## src/include/soc_cfg.svh

```systemverilog
`ifndef SOC_CFG_SVH
`define SOC_CFG_SVH

// Bus widths
`define SOC_ADDR_BITS   32
`define SOC_DATA_BITS   32

// Device field is the top byte of the address
`define SOC_DEV_BITS    8

// Device addresses, compared against addr[31:24]
`define SOC_RAM_ADDR    8'h00
`define SOC_GPIO_ADDR   8'h40
`define SOC_IRQ_ADDR    8'h80
`define SOC_TIMER_ADDR  8'hc0

// RAM depth in 32-bit words
`define SOC_RAM_WORDS   256

// Timer at bit 0, external source at bit 1
`define SOC_IRQ_SOURCES 2

`endif

```

## src/source/soc_pkg.sv

```systemverilog
`include "soc_cfg.svh"

package soc_pkg;

    // Byte address, top byte picks the device
    typedef logic [`SOC_ADDR_BITS-1:0] bus_addr_t;

    // One bus data word
    typedef logic [`SOC_DATA_BITS-1:0] bus_data_t;

    // Byte-lane enables, one per byte of a data word
    typedef logic [`SOC_DATA_BITS/8-1:0] bus_sel_t;

    // Device field of the address
    typedef logic [`SOC_DEV_BITS-1:0] dev_id_t;

    // Master to target
    typedef struct packed {
        logic      cyc;
        logic      we;
        bus_sel_t  sel;
        bus_addr_t adr;
        bus_data_t dat;
    } dbus_req_t;

    // Target to master, all zero when idle so responses can be ORed
    typedef struct packed {
        logic      ack;
        bus_data_t rdt;
    } dbus_rsp_t;

endpackage

```

## src/source/gpio.sv

```systemverilog
module gpio
    import soc_pkg::*;
(
    input  logic       ck,
    input  logic       RESET_LOOP,
    input  logic       i_sel,
    input  logic       i_ack,
    input  dbus_req_t  i_req,
    output dbus_rsp_t  o_rsp,
    output logic [7:0] o_gpio
);

    logic [7:0] gpio_q;
    logic       wr;

    // Only lane 0 carries the output byte
    assign wr = i_sel && i_ack && i_req.we && i_req.sel[0];

    always_ff @(posedge ck) begin
        if (RESET_LOOP) begin
            gpio_q <= '0;
        end else if (wr) begin
            gpio_q <= i_req.dat[7:0];
        end
    end

    assign o_gpio = gpio_q;

    // Read-back zero-extended, quiet outside the ack cycle
    assign o_rsp.ack = i_ack;
    assign o_rsp.rdt = i_ack ? bus_data_t'(gpio_q) : '0;

endmodule

```

## config.mk

```make
export PLATFORM = sky130hd
export DESIGN_NAME = gpio
export DESIGN_NICKNAME = d
export VERILOG_FILES = /design/src/source/soc_pkg.sv /design/src/source/gpio.sv
export VERILOG_INCLUDE_DIRS = /design/src /design/src/include
export SDC_FILE = /design/constraint.sdc
export NUM_CORES = 1
export LEC_CHECK = 0
export BUFFER_PORTS_ARGS = -buffer_cell sky130_fd_sc_hd__buf_2
export CORE_MARGIN = 5
export CORE_UTILIZATION = 27
export DETAILED_ROUTE_END_ITERATION = 8
export PLACE_DENSITY = 0.84
export SYNTH_ARGS = -nofsm -noshare
export SYNTH_HDL_FRONTEND = slang
export SYNTH_SLANG_ARGS = --single-unit
```

## constraint.sdc

```tcl
create_clock -name ck -period 1.6 [get_ports ck]
set_clock_uncertainty 0.2 [all_clocks]
set_input_delay 0.08 -clock ck [delete_from_list [all_inputs] [get_ports ck]]
set_output_delay 0.08 -clock ck [all_outputs]
set_load 0.005 [all_outputs]
```

* Yosys cells after proc, flatten, opt, wreduce, memory -nomap -nowiden
Cells that the tools add are included.
** Word-level totals
- Logic and storage cells :: 5
- Flip-flop bits (word level) :: 8
- Output and inout bits :: 41
- Input port bits :: 74
** Cells by class
- Multiplexer cells :: 1
- Reduce and logical (&&, ||, !) cells :: 3
** Operators with widths (number)
- $mux W8 :: 1
- $logic_and A1 B1 Y1 :: 3

* Longest topological paths before layout
- Depth after elaboration :: 3
- Mapped depth :: 3
- Depth with buffers taken out :: 2

* Worst setup path after synthesis
OpenSTA, ideal clock, no wires.
- Path kind :: in2reg
- Start point :: in i_req[64] in the netlist's numbering
- End point :: reg gpio_q[0] (netlist: o_gpio[0])
- Library setup time :: 0.072 ns
- Arrival :: 0.570 ns
- Buffers on the path :: 1
- Slack :: 0.758 ns
- Stages :: 3
- Required time :: 1.328 ns
- Cell sequence :: and4_1 > buf_6 > mux2i_1
** Between the ends
- Longest elaborated chain between the ends :: 1
** Ends and longest elaborated chain
- start, declared :: RTL line gpio.sv:8 : input dbus_req_t i_req,
- $logic_and A1 B1 Y1 :: RTL line gpio.sv:17 : assign wr = i_sel && i_ack && i_req.we && i_req.sel[0];
- end signal, assigned :: RTL line gpio.sv:23 : gpio_q <= i_req.dat[7:0];
- end, declared :: RTL line gpio.sv:13 : logic [7:0] gpio_q;
Every way passes these cells.
A chain may end at the register's enable or synchronous reset.

==> flow_metrics.tcl <==
set metrics [dict create \
    outcome "completed" \
    die_w_um 57.75 \
    firstDrtPassIters 3 \
    synth_area_um2 615.6 \
    use_met2_pct 12.74 \
    grt_pass1_wl_um 1897 \
    vias_per_cell 3.578 \
    drcViolationCount 0 \
    use_met1_pct 8.058 \
    crit_path_start_kind "flip-flop" \
    die_h_um 57.75 \
    routed_wl_um 1376 \
    drv_cap 0 \
    min_period_over_period_pct 70.96 \
    ys_ff_latch 8 \
    post_cts_buffers 0 \
    crit_required_ns 1.32 \
    crit_family "flip-flops" \
    synth.yosys.warnings 0 \
    use_met3_pct 5.122 \
    cpPeakStageDelay_ns 0.32 \
    worst-setup-path-type "reg -> out" \
    numCtsBuffers 3 \
    drtAntennaViolNets 0 \
    wl_per_cell_um 10.19 \
    final-hold-violation-count 0 \
    io_buffers 30 \
    io_pins 115 \
    grt_pass1_vias 424 \
    drive_gt1_share_pct 39.25 \
    peakVddDrop_mv 0.3999 \
    place_congestion 0.6265 \
    antenna_found_initial 0 \
    pwr_density_cell_nw_per_um2 553.1 \
    setup_viol 0 \
    clkLatencyLatePin_ns 0.25 \
    clockBufferDepth 2 \
    clockRootBuffer "clkbuf_4" \
    setup_ws_ns 0.4646 \
    final.setup.tns_ns 0 \
    drtIter0Drc 2 \
    core_um2 2191 \
    globalRoute.busiestLayer "met2" \
    largest_reg_flops 8 \
    leakage_nw 0.4210 \
    syn_inst 69 \
    path_cells "and2_2 > buf_2" \
    hold_class "in -> reg" \
    cts_tree "yes" \
    final_core_util_pct 36.27 \
    cts.clk_slew.worst_paths_ns 0.05 \
    grt_max_degree 17 \
    num_rows 17 \
    slew_viol_final 0 \
    post-place-ws_ns 0.4734 \
    dieArea_um2 3335 \
    max_freq_ghz 0.8808 \
    worst-endpoint-arrival_ns 0.86 \
    avgSynthCellArea_um2 8.922 \
    crit_slowest_cell "dfxtp_1" \
    area_growth_pct 29.07 \
    critPathLaunch "o_gpio[3]$_SDFFE_PP0P_" \
    critPathMaxFanout 3 \
    synth_cell_types 9 \
    n_antenna_cell 0 \
    ys_seq_area_share_pct 26.02 \
    start_util_pct 28.10 \
    grt_overflow 0 \
    vias 483 \
    dp_hpwl_um 1048 \
    min_from "RESET_LOOP" \
    period_needed_ns 1.135 \
    cts.htree.levels 1 \
    track_usage_pct 7.713 \
    cts_sinks 8 \
    total_power_mw 0.4395 \
    critPathBufInv 1 \
    r2r_start "o_gpio[3]$_SDFFE_PP0P_" \
    nets 183 \
    endpoint_kind "output pin" \
    grt_setup_unrepaired "false" \
]
## per-stage QoR
step / hold WS, ns / instance area [um^2] / instances
after global placement: 0.1441 / 691.9 / 124
after CTS: 0.03515 / 794.5 / 135
after floorplan: 0.03470 / 701.9 / 92
after global routing: 0.08761 / 794.5 / 135
final: 0.05031 / 794.5 / 135
after detailed placement: 0.1489 / 691.9 / 124
## per-layer routing
layer / vias to the layer above / share of wire [%]
li1: 244 / -
met1: 196 / 38
met2: 43 / 42
met3: 0 / 19
met4: 0 / 0
met5: - / 0
## kinds of logic (layout without fill, tap and decap cells)
kind of cell,after synthesis,after routing,synth area share (%)
simple gates,25,25,27.44
buf+inv,27,42,32.93
other cells,1,24,0.6092
flops,8,8,26.02
mux,8,8,13.01
## worst reg2reg max path, stage by stage (launching register included)
cell and delay [ns]:
dfxtp_1 0.35, nand2b_1 0.07, mux2i_1 0.11
## Yosys cell counts (all sizes together)
cell type	n	area, um^2
nand2b	16	100.1
and4	1	8.760
and2	8	60.06
buf	26	198.9
dfxtp	8	160.2
conb	1	3.750
clkbuf	1	3.750
mux2i	8	80.08
## repair_timing
item                                   in CTS  in global routing
gates resized for setup                     0                  0
endpoints found under the hold margin       8                  0
hold buffers                                8                  0
## cells in the final DEF (no fill, tap or decap), drive strengths merged
cell / n
buf: 31
conb: 24
nand2b: 16
and2: 8
mux2i: 8
dlygate4sd3: 8
dfxtp: 8
clkbuf: 3
and4: 1
## layout make-up
| class | count | area, um^2 |
|---|---|---|
| Fill cell | 232 | 1396 |
| Clock buffer | 3 | 22.52 |
| Multi-Input combinational cell | 57 | 339.1 |
| Tap cell | 28 | 35.03 |
| Timing Repair Buffer | 39 | 237.7 |
| Sequential cell | 8 | 160.2 |
## report_power, final
part / total [mW] / internal, mW / switching [mW]
Sequential: 0.207 / 0.204 / 0.00291
Clock: 0.151 / 0.0856 / 0.0655
Combinational: 0.0815 / 0.0434 / 0.0380
## worst paths after layout
check | to | depth (start not counted) | slack, ns
hold / removal | o_gpio[2]$_SDFFE_PP0P_ | 3 | 0.05
setup reg to reg | o_gpio[3]$_SDFFE_PP0P_ | 2 | 0.80
setup / recovery | o_rsp[3] | 2 | 0.46
hold reg to reg | o_gpio[2]$_SDFFE_PP0P_ | 2 | 0.28
Power figures use the tool's default switching activity.
