**src/include/soc_cfg.svh**
```systemverilog
`ifndef SOC_CFG_SVH
`define SOC_CFG_SVH

// Bus widths
`define SOC_ADDR_BITS   32
`define SOC_DATA_BITS   32

// Device field is the top byte of the address
`define SOC_DEV_BITS    8

// Device addresses, compared against addr[31:24]
`define SOC_RAM_ADDR    8'h00
`define SOC_GPIO_ADDR   8'h40
`define SOC_IRQ_ADDR    8'h80
`define SOC_TIMER_ADDR  8'hc0

// RAM depth in 32-bit words
`define SOC_RAM_WORDS   256

// Timer at bit 0, external source at bit 1
`define SOC_IRQ_SOURCES 2

`endif

```
**src/source/soc_pkg.sv**
```systemverilog
`include "soc_cfg.svh"

package soc_pkg;

    // Byte address, top byte picks the device
    typedef logic [`SOC_ADDR_BITS-1:0] bus_addr_t;

    // One bus data word
    typedef logic [`SOC_DATA_BITS-1:0] bus_data_t;

    // Byte-lane enables, one per byte of a data word
    typedef logic [`SOC_DATA_BITS/8-1:0] bus_sel_t;

    // Device field of the address
    typedef logic [`SOC_DEV_BITS-1:0] dev_id_t;

    // Master to target
    typedef struct packed {
        logic      cyc;
        logic      we;
        bus_sel_t  sel;
        bus_addr_t adr;
        bus_data_t dat;
    } dbus_req_t;

    // Target to master, all zero when idle so responses can be ORed
    typedef struct packed {
        logic      ack;
        bus_data_t rdt;
    } dbus_rsp_t;

endpackage

```
**src/source/ram_arb.sv**
```systemverilog
module ram_arb
    import soc_pkg::*;
(
    input  logic      ck,
    input  logic      RESET_LOOP,
    // Port A, data bus, priority master
    input  dbus_req_t i_a,
    output dbus_rsp_t o_a,
    // Port B, audio DMA
    input  dbus_req_t i_b,
    output dbus_rsp_t o_b,
    // Port X, toward the RAM
    output dbus_req_t o_x,
    input  dbus_rsp_t i_x
);

    typedef enum logic [1:0] {
        ARB_IDLE,
        ARB_GNT_A,
        ARB_GNT_B
    } arb_state_t;

    arb_state_t state;
    arb_state_t state_nxt;
    arb_state_t owner;

    // Grant is immediate when idle so an uncontended access has no extra cycle
    always_comb begin
        owner = state;
        if (state == ARB_IDLE) begin
            if (i_a.cyc) begin
                owner = ARB_GNT_A;
            end else if (i_b.cyc) begin
                owner = ARB_GNT_B;
            end
        end
    end

    // Hold the grant until the owner drops cyc
    // A waiting master takes over straight away so neither side starves
    always_comb begin
        state_nxt = state;
        case (state)
            ARB_IDLE:  state_nxt = owner;
            ARB_GNT_A: if (!i_a.cyc) state_nxt = i_b.cyc ? ARB_GNT_B : ARB_IDLE;
            ARB_GNT_B: if (!i_b.cyc) state_nxt = i_a.cyc ? ARB_GNT_A : ARB_IDLE;
            default:   state_nxt = ARB_IDLE;
        endcase
    end

    always_ff @(posedge ck) begin
        if (RESET_LOOP) begin
            state <= ARB_IDLE;
        end else begin
            state <= state_nxt;
        end
    end

    // Granted request to X, nothing otherwise
    always_comb begin
        o_x = '0;
        case (owner)
            ARB_GNT_A: o_x = i_a;
            ARB_GNT_B: o_x = i_b;
            default:   o_x = '0;
        endcase
    end

    // Response only to the owner, the loser sees zeros and keeps waiting
    assign o_a = (owner == ARB_GNT_A) ? i_x : '0;
    assign o_b = (owner == ARB_GNT_B) ? i_x : '0;

    // X stays quiet while idle, a RAM response always lands on a held grant
    a_idle_quiet: assert property (
        @(posedge ck) disable iff (RESET_LOOP)
        (state == ARB_IDLE) |-> !i_x.ack
    );

endmodule

```
**config.mk**
```make
export PLATFORM = sky130hd
export DESIGN_NAME = ram_arb
export DESIGN_NICKNAME = d
export VERILOG_FILES = /design/src/source/soc_pkg.sv /design/src/source/ram_arb.sv
export VERILOG_INCLUDE_DIRS = /design/src /design/src/include
export SDC_FILE = /design/constraint.sdc
export NUM_CORES = 1
export LEC_CHECK = 0
export BUFFER_PORTS_ARGS = -buffer_cell sky130_fd_sc_hd__buf_2
export CAP_MARGIN = 5
export CORE_AREA = 3 3 118 120
export CTS_CLUSTER_SIZE = 20
export DETAILED_ROUTE_END_ITERATION = 8
export DIE_AREA = 0 0 121 123
export SLEW_MARGIN = 40
export SYNTH_ARGS = -nofsm -noshare
export SYNTH_HDL_FRONTEND = slang
export SYNTH_SLANG_ARGS = --single-unit
```
**constraint.sdc**
```tcl
create_clock -name ck -period 5.4 [get_ports ck]
set_input_delay 1.08 -clock ck [delete_from_list [all_inputs] [get_ports ck]]
set_output_delay 1.08 -clock ck [all_outputs]
set_load 0.01 [all_outputs]
```
-- After elaboration in Yosys (flattened, before gate mapping)
Index checks and enable logic that the tools add are counted.
- memory bits (read-only): 0
- bits in latches: 0
- memories: 0
- output and inout bits: 136
- RAM bits: 0
- flip-flop bits (word level): 2
- eq/ne operators: 6
- reductions and logical operators: 2
- order comparisons: 0
- multiply operators: 0
- bitwise gates (word level): 0
- shift operators: 0
- divide/modulo/power cells: 0
- $add $sub $neg: 0
- muxes and demuxes: 11
- operators with widths (cell ; number):
    one-hot mux 70 bit (2 select lines) ; 1
    two-way mux 33 bit ; 2
    two-way mux 2 bit ; 6
    one-hot mux 2 bit (3 select lines) ; 1
    equality test 2 x 1 -> 1 bit, second input constant ; 2
    equality test 2 bit, second input constant ; 2
    inequality test 2 bit, second input constant ; 2
    logical NOT 2 bit ; 1
    AND reduction 2 bit ; 1
    two-way mux 1 bit ; 1

-- Logic depth before layout (Yosys ltp)
- word-level depth: 5
- mapped depth: 7
- gate-level depth less buffers: 5

-- Least setup slack after synthesis
OpenSTA, ideal clock, no wires.
- path kind: input to output
- from: input port i_b[69] (netlist name)
- to: output port o_x[10] (netlist name)
- slack: 2.039 ns
- data arrival time: 2.281 ns
- stages: 6
- data required time: 4.320 ns
- buffers on the path: 2
- path through: nor3b_1 -> or2_2 -> ha_1 -> clkbuf_2 -> clkbuf_1 -> nor2_1
- RTL lines (what ; RTL line ; text):
    from (decl) ; ram_arb.sv:10 ; input dbus_req_t i_b,
    to (decl) ; ram_arb.sv:13 ; output dbus_req_t o_x,

==> reports/results.ini <==
[timing]
rsz0062_at_grt=false
setup_viol=0
fin_ws_ns=1.48
clock_skew_ns=0.00248
min_period_ns=3.92
final.setup.tns_ns=0
tightest_slew_ns=0.733
final_hold_viol_count=0
clock.fmax_ghz=0.255
max_slew_margin=0.512
maxSlewViolCount=0
period_share=0.725
whs_ns=0.525

[pwr]
power_frac_comb=0.725
internal_power_w=0.000264
p_sw_w=0.000203
power.density_mw_per_mm2=144
p_leak_nw=1.98
netSwitchingFraction=0.434
p_clk_frac=0.239
p_seq_frac=0.036
peakVddDrop_mv=0.0709

[clocking]
cts_tree=built
cts_setup_buffers=0
clkTransAtPathRegs_ns=0.03
clock_path_buffers=2
cts_buffers=3
cts_hold_buf=0
htreeDepth=1
cts_sinks=2
clk_latency_ns=0.22
cts.repair.resized=0
root_buffer=clkbuf_16

[setup_path]
cp.arrival_ns=2.84
worstSetupStartpointType=primary input
crit_fanout=57
reg2reg_to=state[1]
worst_ep_required_time_ns=4.32
rr_worst_depth=1
end_kind=output port
r2r-start=state[1]
path_class=in -> out
ff2ff_setup_slack_ns=4.61

[logic_synthesis]
syn_avg_cell_area_um2=6.34
synth-seq-area-share=0.0253
synthArstFlopShare=0
synthMuxAreaShare=0
synthSimpleGateAreaFrac=0.453
synth_compound_area_frac=0.344
synth_adder_area_share=0.0158
synth_edf_count=0
ys_ff_latch=2
syn_inst=250
synth_top_family_by_area=simple AND/OR/NAND/NOR gates
synth_flop_cell=dfxtp_1
ys_types=19
syn_nets=427
yosys_warnings=0
synth_xor_area_frac=0
syn_area_mm2=0.00159

[drt]
drtAntennaViolNets=0
via_per_inst=4.07
drtPass1Iterations=4
drc=0
routedWlPerCell_um=12.9
drtIter0Drc=131
wl_um=9160
vias=2895

[floorplanning]
start_util=0.121
die_y_um=123
io_pins=311
dieArea_mm2=0.0149
rows=42
die_x_um=121
core_area_mm2=0.0131

[cells_and_area]
n_antenna_cell=0
largest_reg_flops=2
top_register=state
nNetsFinal=715
largestRegisters=state x2
fill_cells=1504
drive_gt1_frac=0.599
area_growth_pct=105
utilization=0.249

[grt]
overflow=0
gr-usage-all-layers=0.102
met2_usage=0.190
grt_max_degree=71
grt_pass1_wl_um=12400
busiest_layer=met2
antenna_found_initial=1
use_met1=0.122
first_global_vias=2469
grt_util_met3=0.0242

[placement]
post-place-ws_ns=1.47
portBuffers=310
dp_hpwl_um=7470
place.gp.congestion=0.747

[job]
maxCapViolCount=0

[min_path]
min_path_type=reg -> reg
hp-start=state[0]
min_to=state[1]
worstHoldPathCells=1

[run_status]
outcome=complete, no violations

==> worst max-delay path by stage <==
| stage | from | to | cells past startpoint |
|---|---|---|---|
| final | i_a[69] | o_x[53] | 8 |
| after global routing | i_a[69] | o_x[69] | 8 |
| after CTS | i_a[69] | o_x[69] | 8 |
| after detailed placement | i_a[69] | o_x[69] | 8 |
| after global placement | i_a[69] | o_x[7] | 7 |
| after floorplan | i_b[69] | o_x[10] | 6 |
==> final cells by class <==
| class | count | area, µm² | share of cell area |
|---|---|---|---|
| clock buffer | 3 | 75.1 | 0.0231 |
| inverter | 1 | 3.75 | 0.00115 |
| multi-input combinational | 217 | 1310 | 0.404 |
| sequential | 2 | 40.0 | 0.0123 |
| tap | 176 | 220 | 0.0677 |
| timing repair buffer | 313 | 1600 | 0.492 |
==> cell families after synthesis <==
group,Yosys count
adder cells (fa/ha/maj),2
buffers and inverters,31
AND/OR/NAND/NOR,143
AO/OA/AOI/OAI,72
flip-flops,2
==> layout by cell type, fill, tap and decap left out <==
cell	count
buf_4	1
ha_4	2
nor2b_1	1
a2111oi_2	1
and3b_1	1
dfxtp_1	2
nor3b_1	1
buf_2	310
or2_2	2
clkbuf_16	3
nor2_1	72
and2_1	66
inv_1	1
o21ai_0	1
a22oi_1	70
buf_12	2
==> cells in the mapped netlist, types with 2 or more instances <==
cell,instances,share of area
nor2_1,72,0.17
a22oi_1,70,0.33
and2_1,66,0.26
buf_6,10,0.071
buf_2,7,0.022
clkbuf_1,6,0.014
clkbuf_8,4,0.035
dfxtp_1,2,0.025
ha_1,2,0.016
or2_2,2,0.0079
==> worst max-delay path: stages <==
cell and delay, ns:
buf_2 0.11, nor3b_1 0.24, or2_2 0.19, ha_4 0.40
buf_12 0.28, a22oi_1 0.14, nor2_1 0.15, buf_2 0.16
==> through the flow <==
stage / power [W] / instances / area (µm²)
finish: 0.000467 / 712 / 3250
floorplan: 0.000208 / 250 / 1590
global route: 0.000508 / 712 / 3250
CTS: 0.000475 / 712 / 3250
global placement: 0.000357 / 708 / 3160
detailed placement: 0.000361 / 709 / 3180
==> power by group through the flow <==
stage / clock, W / combinational (W) / sequential, W
2_1_floorplan: 0 / 0.000191 / 0.0000167
3_3_place_gp: 0 / 0.000340 / 0.0000170
3_5_place_dp: 0 / 0.000344 / 0.0000169
4_1_cts: 0.000113 / 0.000345 / 0.0000168
5_1_grt: 0.000115 / 0.000376 / 0.0000170
6_report: 0.000112 / 0.000339 / 0.0000168
==> routing by layer <==
layer | share of wire | vias up
met5 | 0.0013 | -
met4 | 0.0050 | 2
met3 | 0.11 | 6
met2 | 0.50 | 177
met1 | 0.38 | 1269
li1 | - | 1441
Note: power is estimated with default switching activity, not from simulation.
