[config.mk]
export PLATFORM = sky130hd
export DESIGN_NAME = timer
export DESIGN_NICKNAME = d
export VERILOG_FILES = /design/src/source/soc_pkg.sv /design/src/source/timer.sv
export VERILOG_INCLUDE_DIRS = /design/src /design/src/include
export SDC_FILE = /design/constraint.sdc
export NUM_CORES = 1
export LEC_CHECK = 0
export BUFFER_PORTS_ARGS = -buffer_cell sky130_fd_sc_hd__clkbuf_2
export CELL_PAD_IN_SITES_DETAIL_PLACEMENT = 1
export CELL_PAD_IN_SITES_GLOBAL_PLACEMENT = 1
export CORE_MARGIN = 2
export CORE_UTILIZATION = 48
export DETAILED_ROUTE_END_ITERATION = 6
export PLACE_DENSITY_LB_ADDON = 0.1
export SLEW_MARGIN = 20
export SYNTH_ARGS = -nofsm -noshare
export SYNTH_HDL_FRONTEND = slang
export SYNTH_SLANG_ARGS = --single-unit
[constraint.sdc]
create_clock -name ck -period 6.31 [get_ports ck]
set_input_delay 0.3155 -clock ck [delete_from_list [all_inputs] [get_ports ck]]
set_output_delay 0.3155 -clock ck [all_outputs]
set_load 0.05 [all_outputs]
[src/include/soc_cfg.svh]
`ifndef SOC_CFG_SVH
`define SOC_CFG_SVH

// Bus widths
`define SOC_ADDR_BITS   32
`define SOC_DATA_BITS   32

// Device field is the top byte of the address
`define SOC_DEV_BITS    8

// Device addresses, compared against addr[31:24]
`define SOC_RAM_ADDR    8'h00
`define SOC_GPIO_ADDR   8'h40
`define SOC_IRQ_ADDR    8'h80
`define SOC_TIMER_ADDR  8'hc0

// RAM depth in 32-bit words
`define SOC_RAM_WORDS   256

// Timer at bit 0, external source at bit 1
`define SOC_IRQ_SOURCES 2

`endif

[src/source/soc_pkg.sv]
`include "soc_cfg.svh"

package soc_pkg;

    // Byte address, top byte picks the device
    typedef logic [`SOC_ADDR_BITS-1:0] bus_addr_t;

    // One bus data word
    typedef logic [`SOC_DATA_BITS-1:0] bus_data_t;

    // Byte-lane enables, one per byte of a data word
    typedef logic [`SOC_DATA_BITS/8-1:0] bus_sel_t;

    // Device field of the address
    typedef logic [`SOC_DEV_BITS-1:0] dev_id_t;

    // Master to target
    typedef struct packed {
        logic      cyc;
        logic      we;
        bus_sel_t  sel;
        bus_addr_t adr;
        bus_data_t dat;
    } dbus_req_t;

    // Target to master, all zero when idle so responses can be ORed
    typedef struct packed {
        logic      ack;
        bus_data_t rdt;
    } dbus_rsp_t;

endpackage

[src/source/timer.sv]
module timer
    import soc_pkg::*;
(
    input  logic      ck,
    input  logic      RESET_LOOP,
    input  logic      i_sel,
    input  logic      i_ack,
    input  dbus_req_t i_req,
    output dbus_rsp_t o_rsp,
    output logic      o_irq
);

    // Word offsets
    localparam logic [1:0] W_TIME_LO = 2'd0;
    localparam logic [1:0] W_TIME_HI = 2'd1;
    localparam logic [1:0] W_CMP_LO  = 2'd2;
    localparam logic [1:0] W_CMP_HI  = 2'd3;

    logic [63:0] time_q;
    logic [63:0] cmp_q;
    logic [1:0]  word;
    logic        wr;
    bus_data_t   rd_word;

    assign word = i_req.adr[3:2];
    assign wr   = i_sel && i_ack && i_req.we;

    always_ff @(posedge ck) begin
        if (RESET_LOOP) begin
            time_q <= '0;
            cmp_q  <= '1;
        end else begin
            // Bus write to time wins over the increment
            if (wr && word == W_TIME_LO) begin
                time_q[31:0] <= i_req.dat;
            end else if (wr && word == W_TIME_HI) begin
                time_q[63:32] <= i_req.dat;
            end else begin
                time_q <= time_q + 64'd1;
            end

            if (wr && word == W_CMP_LO) begin
                cmp_q[31:0] <= i_req.dat;
            end
            if (wr && word == W_CMP_HI) begin
                cmp_q[63:32] <= i_req.dat;
            end
        end
    end

    always_comb begin
        case (word)
            W_TIME_LO: rd_word = time_q[31:0];
            W_TIME_HI: rd_word = time_q[63:32];
            W_CMP_LO:  rd_word = cmp_q[31:0];
            default:   rd_word = cmp_q[63:32];
        endcase
    end

    assign o_rsp.ack = i_ack;
    assign o_rsp.rdt = i_ack ? rd_word : '0;

    // Level interrupt, as in the RISC-V machine timer
    assign o_irq = (time_q >= cmp_q);

endmodule

# [Yosys cells after proc, flatten, opt, wreduce, memory -nomap -nowiden]
# Index checks and enable logic that the tools add are counted.
[word_totals] output_inout_bits=34 reg_bits=128
[op_classes] eq_ne=4 n_lt_le_gt_ge=1 n_mux=5 reduce_logical=7 addsub=1
[op_table] operator="32-bit 2-to-1 mux" count=4
[op_table] operator="32-bit case mux with 3 select lines" count=1
[op_table] operator="64-bit by 1-bit adder with 64-bit output, second input constant" count=1
[op_table] operator="64-bit greater-or-equal comparator" count=1
[op_table] operator="1-bit logical AND" count=6
[op_table] operator="2-bit == test, second input constant" count=2
[op_table] operator="2-bit by 1-bit == test with 1-bit output, second input constant" count=1
[op_table] operator="2-bit logical NOT" count=1
[op_table] operator="2-bit inequality test, second input constant" count=1

# [Longest topological paths before layout]
[depth] word_depth=5 ltp_mapped=9 depth_no_buf=8

# [Worst setup path before layout]
# No wires, ideal clock.
[synth_timing] path_type="reg2out" startpoint="reg cmp_q[53]" endpoint="out o_irq" arrival_time_ps=2375 n_path_buf=0 setup_slack_ps=3619 path_stages_with_launch=8 t_required_ps=5994 path_cell_list="dfxtp_1 -> inv_1 -> ha_1 -> and4_1 -> nand2_1 -> nor4_1 -> nand4_1 -> o21ai_0"
[synth_between] elab_chain_len=1
[synth_rtl] element="start: declaration" line_no="timer.sv:20" rtl="logic [63:0] cmp_q;"
[synth_rtl] element="start signal: assignment" line_no="timer.sv:46" rtl="cmp_q[63:32] <= i_req.dat;"
[synth_rtl] element="64-bit greater-or-equal comparator" line_no="timer.sv:64" rtl="assign o_irq = (time_q >= cmp_q);"
[synth_rtl] element="end: declaration" line_no="timer.sv:10" rtl="output logic o_irq"
# Every way passes these cells.

# [Final worst setup path]
[layout_timing] startpoint="reg time_q[43]" endpoint="out o_irq"
[layout_between] elab_chain_len=1
[layout_rtl] element="start: declaration" line_no="timer.sv:19" rtl="logic [63:0] time_q;"
[layout_rtl] element="start signal: assignment" line_no="timer.sv:37" rtl="time_q[63:32] <= i_req.dat;"
[layout_rtl] element="start signal: assignment" line_no="timer.sv:39" rtl="time_q <= time_q + 64'd1;"
[layout_rtl] element="64-bit greater-or-equal comparator" line_no="timer.sv:64"
# Every way passes these cells.

==> flow_summary.json <==
{
  "ctsHoldBuffers": 0,
  "worstPathBufferInverterCount": 1,
  "finalCriticalPeriod_ns": 3.39,
  "postLayoutSetupSlackWorst_ns": 2.92,
  "filler_cell_count": 2195,
  "end_kind": "output port",
  "global_placement_routability_congestion": 0.858,
  "p_leak_uw": 0.00454,
  "syn_area_per_cell_sq_um": 8.25,
  "finalClockSkew_ns": 0.00862,
  "finalHoldViolations": 0,
  "ioPinCount": 108,
  "max_clock_freq_mhz": 295,
  "n_antenna_cell": 0,
  "cp.required_ns": 5.99,
  "dieWidth_microns": 141,
  "timing_max_transition_violations_final": 0,
  "synth.distinct_cells": 74,
  "worst_path_largest_cell_delay_ns": 0.54,
  "cts.clk_slew.worst_paths_ns": 0.06,
  "power.density_nw_per_um2": 207,
  "cp_slowest_cell": "sky130_fd_sc_hd__a221oi_1",
  "htree_num_levels": 4,
  "worst_case_vdd_ir_drop_mv": 0.193,
  "max_slew_headroom_at_the_worst_pin_pct": 29.5,
  "vias_per_cell": 6.33,
  "worst_pin_slew_ns": 1.05,
  "clkLatencyLatePin_ns": 0.44,
  "fp.dieArea_sq_um": 19800,
  "drive_gt1_share_pct": 15.4,
  "cell_row_count": 49,
  "firstDrtPassIters": 7,
  "post_cts.repair.setup_buffers": 0,
  "ys_async_sr_fraction_pct": 0,
  "syn_inst": 1086,
  "initial_utilization_pct": 49.4,
  "yosysWarningCount": 0,
  "wl_per_cell_microns": 22.0,
  "postSynthNetCount": 1225,
  "synth_enable_flop_cells": 0,
  "port_buffers": 72,
  "number_of_routed_nets_with_antenna_violations": 0,
  "max_cap_violations": 0,
  "tcrit_tclk_final_pct": 53.8,
  "pin_count_of_the_biggest_net_entering_global_routing": 74,
  "cp-start-kind": "register",
  "die_height_microns": 141,
  "final.setup.tns_ns": 0,
  "cts_tree": "yes",
  "grt_pass1_wl_microns": 48100,
  "clock-sinks": 128,
  "setup-violations-final": 0,
  "worstSetupPathType": "reg2out",
  "root_buffer": "sky130_fd_sc_hd__clkbuf_16",
  "run_status": "finished, final reports clean",
  "cp_max_fo": 8,
  "part_of_the_yosys_area_used_for_sequential_elements_pct": 28.6,
  "rsz0062_at_grt": "false",
  "crit_top_cell": "sky130_fd_sc_hd__o21ai_0",
  "worstPathCellList": "ha_1 > a21oi_1 > o21ai_0 > a221oi_1 > o21ai_0 > a221oi_1 > o21ai_0 > clkbuf_2",
  "drc": 0,
  "design.core.area_sq_um": 18100,
  "dp_hpwl_microns": 20600,
  "cts_repair_resize_count": 0,
  "critical-path-top-delay-family": "compound AO/OA/AOI/OAI gates",
  "vias_in_the_first_global_route": 8738,
  "numCtsBuffers": 17,
  "ys_seq_elements": 128,
  "synth-main-ff-cell": "sky130_fd_sc_hd__dfxtp_1",
  "grt_antenna_before_repair": 0,
  "wirelength_microns": 29900,
  "pre_cts_ws_ns": 3.22,
  "drt_iter0_drc": 630,
  "gr-total-overflow": 0,
  "hp-class": "in2reg",
  "cp.arrival_ns": 3.08,
  "post_synth_instance_area_sq_um": 8960,
  "groute.usage.overall_pct": 30.8,
  "finalNetCount": 1260,
  "clk_path_buf_depth": 2,
  "num_vias": 8619,
  "layout-area-overhead-vs-synth_pct": 11.0
}
==> cells in the final DEF (no fill, tap or decap), types with 33 or more instances in the layout <==
cell type and n:
sky130_fd_sc_hd__ha_1 65, sky130_fd_sc_hd__a21oi_1 66, sky130_fd_sc_hd__inv_1 70, sky130_fd_sc_hd__a211o_1 33
sky130_fd_sc_hd__nand2_1 141, sky130_fd_sc_hd__nand3b_1 33, sky130_fd_sc_hd__o21ai_0 42, sky130_fd_sc_hd__clkbuf_2 70
sky130_fd_sc_hd__dfxtp_1 128, sky130_fd_sc_hd__and2_1 35, sky130_fd_sc_hd__nor2_1 80
==> kinds of logic after synthesis <==
family / share of synthesized area, %
multiplexers: 8.81
flip-flops: 28.6
AND/OR/NAND/NOR: 27.8
AO/OA/AOI/OAI: 18.2
XOR/XNOR: 0.977
buffers and inverters: 6.52
adder cells (fa/ha/maj): 9.08
==> synthesized netlist by cell type, types with 8 or more instances <==
cell type / count / share of area [%]
sky130_fd_sc_hd__inv_1: 70 / 2.9
sky130_fd_sc_hd__a21oi_1: 66 / 3.7
sky130_fd_sc_hd__a221oi_1: 11 / 1.1
sky130_fd_sc_hd__and3_1: 14 / 0.98
sky130_fd_sc_hd__o21ai_0: 42 / 2.3
sky130_fd_sc_hd__xnor2_1: 8 / 0.78
sky130_fd_sc_hd__and2_1: 35 / 2.4
sky130_fd_sc_hd__a211oi_1: 25 / 2.1
sky130_fd_sc_hd__nand3b_1: 33 / 2.8
sky130_fd_sc_hd__nand2_1: 141 / 5.9
sky130_fd_sc_hd__mux4_2: 30 / 7.5
sky130_fd_sc_hd__nor2b_1: 10 / 0.70
sky130_fd_sc_hd__dfxtp_1: 128 / 29
sky130_fd_sc_hd__nand3_1: 32 / 1.8
sky130_fd_sc_hd__nand4_1: 23 / 1.6
sky130_fd_sc_hd__clkbuf_1: 49 / 2.1
sky130_fd_sc_hd__a211o_1: 33 / 3.2
sky130_fd_sc_hd__nor4_1: 19 / 1.3
sky130_fd_sc_hd__ha_1: 65 / 9.1
sky130_fd_sc_hd__nor2_1: 82 / 3.4
sky130_fd_sc_hd__nor3_1: 22 / 1.2
sky130_fd_sc_hd__a21o_1: 11 / 0.92
sky130_fd_sc_hd__a31oi_1: 16 / 1.1
==> area by class of cell <==
cell class | count | area [sq um] | area share (%)
clock buffers | 24 | 482 | 4.84
clock inverters | 7 | 60.1 | 0.604
inverters | 70 | 263 | 2.64
multi-input cells | 819 | 5830 | 58.6
flip-flops and latches | 128 | 2560 | 25.8
well taps | 229 | 287 | 2.88
repair buffers | 85 | 463 | 4.66
==> final timing paths <==
kind,from,depth (start not counted),end,slack [ns]
min reg2reg,cmp_q[51]$_SDFFE_PP1P_,2,cmp_q[51]$_SDFFE_PP1P_,0.49
max,time_q[43]$_SDFFE_PP0N_,8,o_irq,2.92
max reg2reg,time_q[33]$_SDFFE_PP0N_,6,time_q[63]$_SDFFE_PP0N_,3.34
min,i_req[8],2,cmp_q[8]$_SDFFE_PP1P_,0.14
==> flip-flops by register name, summed over array words and instances (netlist names) <==
signal	cells
cmp_q	64
time_q	64
==> through the flow <==
step	power (uW)	instances	instance area, sq um	util (%)	hold slack, ns
floorplan	1050	1086	8960	-	0.433
global placement	1120	1331	9400	51.8	0.474
detailed placement	1130	1331	9400	51.8	0.480
CTS	2060	1362	9940	54.8	0.141
global route	2120	1362	9940	54.8	0.156
finish	2060	1362	9940	54.8	0.143
==> routing by layer <==
metal / track usage [%] / share of wire (%) / wire length [microns] / up-vias
met5: 0 / 0 / 0 / -
met4: 8.42 / 1.7 / 522 / 0
met3: 4.86 / 4.4 / 1330 / 38
met2: 51.9 / 48 / 14400 / 221
met1: 41.4 / 46 / 13600 / 4313
li1: - / - / - / 4047
==> worst reg2reg max path: stages, from the launching register on <==
cell                      delay [ns]
sky130_fd_sc_hd__dfxtp_1        0.56
sky130_fd_sc_hd__nand4_1        0.33
sky130_fd_sc_hd__nor4_1         0.96
sky130_fd_sc_hd__nand3_1        0.25
sky130_fd_sc_hd__or3_1          0.44
sky130_fd_sc_hd__o31a_1         0.25
sky130_fd_sc_hd__o21ai_1        0.11
==> power breakdown <==
group | leakage (uW) | switching [uW] | internal, uW
combinational | 0.00323 | 162 | 90.1
clock | 0.000273 | 377 | 566
sequential | 0.00104 | 31.8 | 829
total | 0.00454 | 570 | 1490
No activity file was read; power rests on OpenSTA's default activity.
