<file path="src/include/soc_cfg.svh">
`ifndef SOC_CFG_SVH
`define SOC_CFG_SVH

// Bus widths
`define SOC_ADDR_BITS   32
`define SOC_DATA_BITS   32

// Device field is the top byte of the address
`define SOC_DEV_BITS    8

// Device addresses, compared against addr[31:24]
`define SOC_RAM_ADDR    8'h00
`define SOC_GPIO_ADDR   8'h40
`define SOC_IRQ_ADDR    8'h80
`define SOC_TIMER_ADDR  8'hc0

// RAM depth in 32-bit words
`define SOC_RAM_WORDS   256

// Timer at bit 0, external source at bit 1
`define SOC_IRQ_SOURCES 2

`endif

</file>
<file path="src/source/soc_pkg.sv">
`include "soc_cfg.svh"

package soc_pkg;

    // Byte address, top byte picks the device
    typedef logic [`SOC_ADDR_BITS-1:0] bus_addr_t;

    // One bus data word
    typedef logic [`SOC_DATA_BITS-1:0] bus_data_t;

    // Byte-lane enables, one per byte of a data word
    typedef logic [`SOC_DATA_BITS/8-1:0] bus_sel_t;

    // Device field of the address
    typedef logic [`SOC_DEV_BITS-1:0] dev_id_t;

    // Master to target
    typedef struct packed {
        logic      cyc;
        logic      we;
        bus_sel_t  sel;
        bus_addr_t adr;
        bus_data_t dat;
    } dbus_req_t;

    // Target to master, all zero when idle so responses can be ORed
    typedef struct packed {
        logic      ack;
        bus_data_t rdt;
    } dbus_rsp_t;

endpackage

</file>
<file path="src/source/irq_reg.sv">
module irq_reg
    import soc_pkg::*;
#(
    parameter int NUM_IRQ = 2
) (
    input  logic               ck,
    input  logic               RESET_LOOP,
    input  logic               i_sel,
    input  logic               i_ack,
    input  dbus_req_t          i_req,
    output dbus_rsp_t          o_rsp,
    input  logic [NUM_IRQ-1:0] i_irq,
    output logic               o_irq
);

    logic [NUM_IRQ-1:0] en_q;
    logic               word;
    logic               wr;

    // Word 0 mask, word 1 raw levels
    assign word = i_req.adr[2];
    assign wr   = i_sel && i_ack && i_req.we && !word;

    always_ff @(posedge ck) begin
        if (RESET_LOOP) begin
            en_q <= '0;
        end else if (wr) begin
            en_q <= i_req.dat[NUM_IRQ-1:0];
        end
    end

    // One cycle behind the sources
    always_ff @(posedge ck) begin
        if (RESET_LOOP) begin
            o_irq <= 1'b0;
        end else begin
            o_irq <= |(i_irq & en_q);
        end
    end

    assign o_rsp.ack = i_ack;
    assign o_rsp.rdt = !i_ack ? '0
                     : word   ? bus_data_t'(i_irq)
                     :          bus_data_t'(en_q);

endmodule

</file>
<file path="config.mk">
export PLATFORM = sky130hd
export DESIGN_NAME = irq_reg
export DESIGN_NICKNAME = d
export VERILOG_FILES = /design/src/source/soc_pkg.sv /design/src/source/irq_reg.sv
export VERILOG_INCLUDE_DIRS = /design/src /design/src/include
export SDC_FILE = /design/constraint.sdc
export NUM_CORES = 1
export LEC_CHECK = 0
export BUFFER_PORTS_ARGS = -buffer_cell sky130_fd_sc_hd__buf_4
export CORE_ASPECT_RATIO = 1.1
export CORE_MARGIN = 3
export CORE_UTILIZATION = 21
export CTS_CLUSTER_DIAMETER = 80
export DETAILED_ROUTE_END_ITERATION = 8
export GPL_ROUTABILITY_DRIVEN = 0
export PLACE_DENSITY_LB_ADDON = 0.2
export SYNTH_ARGS = -nofsm -noshare
export SYNTH_HDL_FRONTEND = slang
export SYNTH_SLANG_ARGS = --single-unit
</file>
<file path="constraint.sdc">
create_clock -name ck -period 1.76 [get_ports ck]
set_input_delay 0.176 -clock ck [delete_from_list [all_inputs] [get_ports ck]]
set_output_delay 0.176 -clock ck [all_outputs]
set_load 0.01 [all_outputs]
</file>
# Word level (Yosys, flattened, before mapping)
# Cells that the tools add are included.
[totals]
reg_bits = 3
inputBits = 76
out_inout_bits = 34
[op_classes]
reduce_logical = 5
n_mux = 2
bitwise_logic = 1
[op_table]
columns = ["operator", "n"]
rows = [
  ["2-bit two-way mux", 2],
  ["1-bit logical AND", 3],
  ["2-bit bitwise AND", 1],
  ["2-bit OR reduction", 1],
  ["1-bit zero test", 1],
]

# Logic depth before layout (Yosys ltp)
# Gate-level depths: netlist of run 1.
[logic_depth]
depth_word = 3
depth_mapped = 2
mapped_depth_nobuf = 2

# Worst setup path after synthesis of run 1
# OpenSTA, ideal clock, no wires.
[synth_path]
path_kind = "register to output"
start = "register en_q[0]"
end = "output port o_rsp[0] (netlist name)"
t_required_ns = 1.584
path_slack_ns = 1.009
path_buffers = 0
arrival_time_ns = 0.575
path_stages_with_launch = 3
cell_sequence = "dfxtp_1 -> mux2i_1 -> nor2b_1"
[synth_rtl]
columns = ["element", "line", "rtl"]
rows = [
  ["start, declared", "irq_reg.sv:16", "logic [NUM_IRQ-1:0] en_q;"],
  ["start signal, assigned", "irq_reg.sv:28", "en_q <= i_req.dat[NUM_IRQ-1:0];"],
  ["end, declared", "irq_reg.sv:11", "output dbus_rsp_t o_rsp,"],
]

==> flow_metrics.tcl, run 1 <==
set metrics [dict create \
    crit_fanout 3 \
    viasPerCell 3.288 \
    async_flop_share 0 \
    row_count 15 \
    drive_gt1_frac 0.2698 \
    cts_resized 0 \
    status "completed" \
    use_met3 0.05882 \
    fin_worst_skew_ps 3.233 \
    place_worst_setup_slack_ps 865.5 \
    clk_path_buf_depth 2 \
    grtUsageTotal 0.05149 \
    setup_violations 0 \
    die_w_um 47.57 \
    grt.busiest_layer "met3" \
    cts_buffers 3 \
    tritoncts "built" \
    fin_total_pwr_uw 260.4 \
    fin_crit_ps 1100 \
    num_vias 263 \
    worstHoldPathType "primary input to flip-flop" \
    synthCells 48 \
    p_leak_nw 0.2342 \
    cts_hold_buf 0 \
    path_cells "mux2i_1 -> nor2b_1 -> buf_4" \
    drt-pass1-iter-count 2 \
    yosys.area.top_type "buf_4" \
    cap_violations 0 \
    wirelength_um 638 \
    final_max_slew_viol_count 0 \
    power_density_nw_per_um2 619.5 \
    port_buffers 13 \
    dpl.hpwl_um 535.4 \
    antenna_found_initial 0 \
    yosysMostFrequentCell "buf_4" \
    syn_area_um2 399.1 \
    clk_pin_slew_ps 40 \
    grt_max_degree 6 \
    max-vdd-ir-drop_mv 0.2070 \
    start_kind "flip-flop" \
    dieArea_um2 2460 \
    use_met1 0.05405 \
    ys_seq_area_frac 0.1505 \
    ys_ff_latch 3 \
    worst_slack_ps 659.7 \
    synth-main-ff-cell "dfxtp_1" \
    placed_cells 76 \
    htreeDepth 1 \
    yosysUniqueCellTypes 9 \
    syn_area_per_cell_um2 8.315 \
    utilization 0.2517 \
    synth_common_cells "buf_4, mux2i_1, nand2b_1" \
    max_freq_ghz 0.9088 \
    routedWlPerCell_um 7.975 \
    synthTopCellsByArea "buf_4, dfxtp_1, mux2i_1" \
    synth_edf_count 0 \
    drt_iter0_markers 1 \
    grt.met2_usage 0.04688 \
    clockRootBuffer "clkbuf_4" \
    grt_overflow 0 \
    arrival_ps 920 \
    fin_cells 80 \
    grt_pass1_wl_um 772 \
    max_stage_delay_ps 360 \
    required_ps 1580 \
    tns_ps 0 \
    diodes 0 \
    post-route-period-util 0.6252 \
    post-route-drc-count 0 \
    netlist.area_leader.share 0.5831 \
    cts_setup_buffers 0 \
    io_pins 110 \
    chipHeight_um 51.73 \
    cp-end-kind "output pin" \
    clkLatencyLatePin_ps 240 \
    fillers 192 \
    ant_nets 0 \
    ys_warn_count 0 \
    path_class "flip-flop to output pin" \
    rsz0062_at_grt "false" \
    whs_ps 126.1 \
    crit_slowest_cell "dfxtp_1" \
    final_cell_area_um2 420.4 \
    place_area_um2 394.1 \
    fin_nets 140 \
    core-area_um2 1670 \
    area_growth_pct 5.329 \
    cts_sinks 3 \
    hold_viol_final 0 \
    initial_core_util 0.2390 \
    grt_pass1_vias 181 \
]
path summary, 6_finish.rpt:
| path | from | endpoint | slack [ps] | depth (start not counted) |
|---|---|---|---|---|
| setup / recovery | en_q[1] | o_rsp[1] | 660 | 3 |
| hold / removal | RESET_LOOP | o_irq | 130 | 2 |
| setup reg to reg | en_q[1] | o_irq | 1090 | 2 |
| hold reg to reg | en_q[0] | en_q[0] | 490 | 2 |
placed cells by master, fill, tap and decap left out:
| master | Yosys | layout |
|---|---|---|
| conb_1 | 1 | 30 |
| buf_4 | 31 | 13 |
| nand2b_1 | 4 | 4 |
| a22oi_1 | 1 | 1 |
| nor2b_1 | 2 | 2 |
| dfxtp_1 | 3 | 3 |
| nor2_1 | 1 | 1 |
| and4b_4 | 1 | 1 |
| mux2i_1 | 4 | 4 |
| clkbuf_1 | 0 | 1 |
| clkbuf_4 | 0 | 3 |
worst max-delay path: cells and delay by family (launching register included):
kind / cells / cell delay, ps
DFF: 1 / 360
buffers and inverters: 1 / 130
and+or+nand+nor: 1 / 110
muxes: 1 / 80
per-layer routing:
metal  up-vias  wire (µm)
li1        119          -
met1       102        214
met2        38        182
met3         4        218
met4         0         23
met5         -          0
where the power goes:
part           switching [mW]  leakage, nW  internal [mW]
Clock                  0.0392       0.0150         0.0852
Sequential           0.000940       0.0243         0.0697
Combinational          0.0415        0.195         0.0239
kinds of logic (layout without fill, tap and decap cells):
group	count (synthesis)	in the layout	synth area share
flops	3	3	0.1505
other cells	1	30	0.009395
buf+inv	31	17	0.5831
compound gates	1	1	0.01882
mux	4	4	0.1003
simple gates	8	8	0.1379
layout make-up:
cell class              count  area, µm²  area share
multi-input cells          43      215.2      0.5119
flip-flops and latches      3      60.06      0.1429
well taps                  17      21.27     0.05060
repair buffers             13      97.59      0.2321
clock buffers               4      26.28     0.06250
sequential cells by signal, indices dropped and copies added (netlist names):
register  cells
en_q          2
o_irq         1
(Power assumes the default switching activity.)
==> run 2: changes to the inputs <==
Settings changed: CORE_UTILIZATION 21 to 20.
Clock period 1.76 ns to 1.1 ns, I/O delays scaled along.
==> run 2 against run 1 <==
Die area is 4.4% higher. Register-to-register slack worse by 650 ps. Setup slack worse by 570 ps. Non-clock buffer count stayed put. Combinational power is 59% higher. First-iteration DRC count is 100% lower. Clock skew hardly changed. Critical path type unchanged. Critical endpoint unchanged.
==> flow_metrics.tcl, run 2 (synthesis results as in run 1) <==
set metrics [dict create \
    post-route-drc-count 0 \
    hold_start "RESET_LOOP" \
    setup_violations 0 \
    crit_fanout 3 \
    drt_iter0_markers 0 \
    port_buffers 13 \
    crit_slowest_cell "dfxtp_1" \
    cts_sinks 3 \
    dpl.hpwl_um 547.4 \
    p_leak_nw 0.2342 \
    dieArea_um2 2568 \
    tritoncts "built" \
    io_pins 110 \
    chipHeight_um 52.85 \
    drt-pass1-iter-count 1 \
    routedWlPerCell_um 7.033 \
    max_stage_delay_ps 350 \
    mostFrequentLayoutCell "conb_1" \
    whs_ps 63.20 \
    multi_input_area_um2 215.2 \
    largestRegisters "en_q x2, o_irq x1" \
    grt_pass1_wl_um 903 \
    rsz0062_at_grt "false" \
    whs_path_depth 2 \
    start_kind "flip-flop" \
    die_w_um 48.60 \
    fillers 219 \
    grt_pass1_vias 210 \
    arrival_ps 900 \
    core-area_um2 1842 \
    post-route-period-util 0.9214 \
    power_density_nw_per_um2 949.7 \
    wirelength_um 633 \
    final_max_slew_viol_count 0 \
    fin_nets 140 \
    max_freq_ghz 0.9866 \
    path_cells "mux2i_1 -> nor2b_1 -> buf_4" \
    cts_resized 0 \
    area_growth_pct 8.464 \
    fin_crit_ps 1014 \
    grtUsageTotal 0.04881 \
    reg2reg_to "o_irq" \
    ff2ff_setup_slack_ps 440 \
    cap_violations 0 \
    worstHoldEndpoint "o_irq" \
    r2r_start "en_q[1]" \
    cts_setup_buffers 0 \
    clkLatencyLatePin_ps 230 \
    htreeDepth 1 \
    antenna_found_initial 0 \
    hold_viol_final 0 \
    clockRootBuffer "clkbuf_4" \
    status "completed" \
    final_cell_area_um2 432.9 \
    place_area_um2 406.6 \
    fin_worst_skew_ps 3.168 \
    clk_path_buf_depth 2 \
    ant_nets 0 \
    cts_buffers 3 \
    tns_ps 0 \
    row_count 16 \
    max-vdd-ir-drop_mv 0.3023 \
    final_cell_mix "conb_1, buf_4, mux2i_1, nand2b_1" \
    required_ps 990 \
    initial_core_util 0.2167 \
    clk_pin_slew_ps 40 \
    cp-end-kind "output pin" \
    worstHoldPathType "primary input to flip-flop" \
    cts_hold_buf 0 \
    rr_worst_depth 2 \
    drive_gt1_frac 0.2698 \
    regMostFlops "en_q" \
    viasPerCell 2.833 \
    grt_overflow 0 \
    largest_reg_flops 2 \
    grt_max_degree 6 \
    num_vias 255 \
    path_class "flip-flop to output pin" \
    fin_cells 90 \
    seqCellArea_um2 60.06 \
    diodes 0 \
    placed_cells 86 \
]
## run 2: final cells by class
cell class | instances | share of cell area
multi-input combinational | 43 | 0.4971
timing repair buffer | 13 | 0.2254
tap | 27 | 0.07803
clock buffer | 4 | 0.06069
sequential | 3 | 0.1387
## run 2: how the worst max path moves through the flow
stage                   start  endpoint  slack [ps]  depth (start not counted)
finish                en_q[1]  o_rsp[1]          90                          3
global route          en_q[1]  o_rsp[1]          10                          3
CTS                   en_q[1]  o_rsp[1]          60                          3
detailed placement  i_req[34]   en_q[1]         270                          3
global placement    i_req[34]   en_q[1]         280                          3
floorplan             en_q[0]  o_rsp[0]         410                          2
## run 2: critical path: cells and delay by family, from the launching register on
kind | cells | cell delay [ps]
flops | 1 | 350
buf+inv | 1 | 130
simple gates | 1 | 110
mux | 1 | 90
## run 2: where the power goes
| group | leakage [nW] | total [mW] | internal (mW) | switching [mW] |
|---|---|---|---|---|
| Clock | 0.0150 | 0.194 | 0.136 | 0.0579 |
| Combinational | 0.195 | 0.104 | 0.0383 | 0.0661 |
| Sequential | 0.0243 | 0.113 | 0.111 | 0.00138 |
| Total | 0.234 | 0.411 | 0.286 | 0.125 |
## run 2: through the flow
stage,total power [mW],setup WS [ps],util
finish,0.4111,86.44,0.2351
global route,0.4413,13.57,0.2351
CTS,0.4232,61.69,0.2351
detailed placement,0.2177,270.3,0.2208
global placement,0.2162,281.7,0.2208
floorplan,0.2589,414.8,-
## run 2: per-layer routing
| layer | vias to the layer above | wire length (µm) | GRT usage |
|---|---|---|---|
| met1 | 103 | 220 | 0.04538 |
| met4 | 0 | 0 | 0.05687 |
| met3 | 0 | 155 | 0.02535 |
| met2 | 33 | 257 | 0.07339 |
| li1 | 119 | - | - |
| met5 | - | 0 | 0 |
==> run 3: changes to the inputs <==
Settings changed: GPL_ROUTABILITY_DRIVEN 0 to not set.
Clock period 1.1 ns to 1.05 ns, I/O delays scaled along.
==> run 3 against run 2 <==
Register-to-register slack lost 40 ps. Largest cell class unchanged. Largest power group unchanged. Hold slack lost 5.0 ps. Cell count unchanged. Sequential power up 5%. Clock-buffer cell count unchanged. Flip-flop and latch count did not move.
==> flow_metrics.tcl, run 3 (synthesis results as in run 1) <==
set metrics [dict create \
    cts_buffers 3 \
    port_buffers 13 \
    grt_pass1_vias 210 \
    tns_ps 0 \
    grt_pass1_wl_um 903 \
    crit_fanout 3 \
    largestRegisters "en_q x2, o_irq x1" \
    cts_sinks 3 \
    whs_path_depth 2 \
    drive_gt1_frac 0.3016 \
    core-area_um2 1842 \
    chipHeight_um 52.85 \
    ant_nets 0 \
    power_density_nw_per_um2 989.9 \
    largest_reg_flops 2 \
    dpl.hpwl_um 547.4 \
    power_frac_comb 0.254 \
    wirelength_um 633 \
    diodes 0 \
    place_area_um2 406.6 \
    utilization 0.2364 \
    max-vdd-ir-drop_mv 0.3167 \
    regMostFlops "en_q" \
    area_growth_pct 9.091 \
    worstHoldPathType "primary input to flip-flop" \
    grt_overflow 0 \
    antenna_found_initial 0 \
    seqCellArea_um2 62.56 \
    place_worst_setup_slack_ps 225.3 \
    rr_worst_depth 2 \
    post-route-drc-count 0 \
    routedWlPerCell_um 7.033 \
    clk_pin_slew_ps 40 \
    max_freq_ghz 1.004 \
    gp_congestion 0.5860 \
    hold_viol_final 0 \
    multi_input_area_um2 215.2 \
    cap_violations 0 \
    worst_slack_ps 53.92 \
    arrival_ps 890 \
    p_int_uw 299.7 \
    clockRootBuffer "clkbuf_4" \
    num_vias 255 \
    seqPwrFrac 0.275 \
    setup_violations 0 \
    path_class "flip-flop to output pin" \
    cts_hold_buf 0 \
    cts_setup_buffers 0 \
    die_w_um 48.60 \
    status "completed" \
    swShare 0.3047 \
    io_pins 110 \
    final_max_slew_viol_count 0 \
    htreeDepth 1 \
    switching_power_uw 131.3 \
    grt_max_degree 6 \
    rsz0062_at_grt "true" \
    drt_iter0_markers 0 \
    p_leak_nw 0.2352 \
    start_kind "flip-flop" \
    post-route-period-util 0.9487 \
    p_clk_frac 0.471 \
    fin_total_pwr_uw 431.0 \
    viasPerCell 2.833 \
    fin_crit_ps 996.1 \
    drt-pass1-iter-count 1 \
    clk_path_buf_depth 2 \
    initial_core_util 0.2167 \
    row_count 16 \
    fin_nets 140 \
    grtUsageTotal 0.04881 \
    final_cell_area_um2 435.4 \
    cp-end-kind "output pin" \
    final_cell_mix "conb_1, buf_4, mux2i_1, nand2b_1, clkbuf_4" \
    fin_worst_skew_ps 3.168 \
    fillers 217 \
    dieArea_um2 2568 \
    required_ps 940 \
    clkLatencyLatePin_ps 230 \
    mostFrequentLayoutCell "conb_1" \
    tritoncts "built" \
]
[run 3: cell count changes in the layout (fill, tap and decap cells not counted)]
cell,before,now
dfxtp_1,3,1
dfxtp_2,0,2
[run 3: area by class of cell]
cell class,instances,area share
timing repair buffer,13,0.2241
clock buffer,4,0.06034
tap,27,0.07759
multi-input combinational,43,0.4943
sequential,3,0.1437
[run 3: timing repair]
item | in CTS | in global routing
endpoints found under the setup margin | 0 | 2
gates resized for setup | 0 | 2
endpoints found under the hold margin | 0 | 0
[run 3: metal layers]
| metal | wire, µm | global-route usage | part of all wire |
|---|---|---|---|
| met5 | 0 | 0 | 0 |
| met4 | 0 | 0.05687 | 0 |
| met3 | 155 | 0.02535 | 0.24 |
| met2 | 257 | 0.07339 | 0.41 |
| met1 | 220 | 0.04538 | 0.35 |
[run 3: worst max-delay path, cell delays in order (launching register included)]
cell and delay [ps]:
dfxtp_2 320, mux2i_1 140, nor2b_1 60, buf_4 140
[run 3: power by group through the flow]
stage	registers [mW]	clock network [mW]	logic (mW)
after floorplan	0.120	0	0.151
after global placement	0.120	0	0.107
after detailed placement	0.120	0	0.108
after CTS	0.118	0.217	0.108
after global routing	0.119	0.223	0.121
final	0.119	0.203	0.109
[run 3: path summary, 6_finish.rpt]
kind | startpoint | end | slack, ps
max | en_q[1] | o_rsp[1] | 50
min | RESET_LOOP | o_irq | 60
max reg2reg | en_q[1] | o_irq | 400
min reg2reg | en_q[0] | en_q[0] | 480
[run 3: metrics by stage]
stage / hold slack [ps] / instances
2_1_floorplan: 177.4 / 77
3_3_place_gp: 303.0 / 86
3_5_place_dp: 302.2 / 86
4_1_cts: 54.49 / 90
5_1_grt: 66.27 / 90
6_report: 58.20 / 90
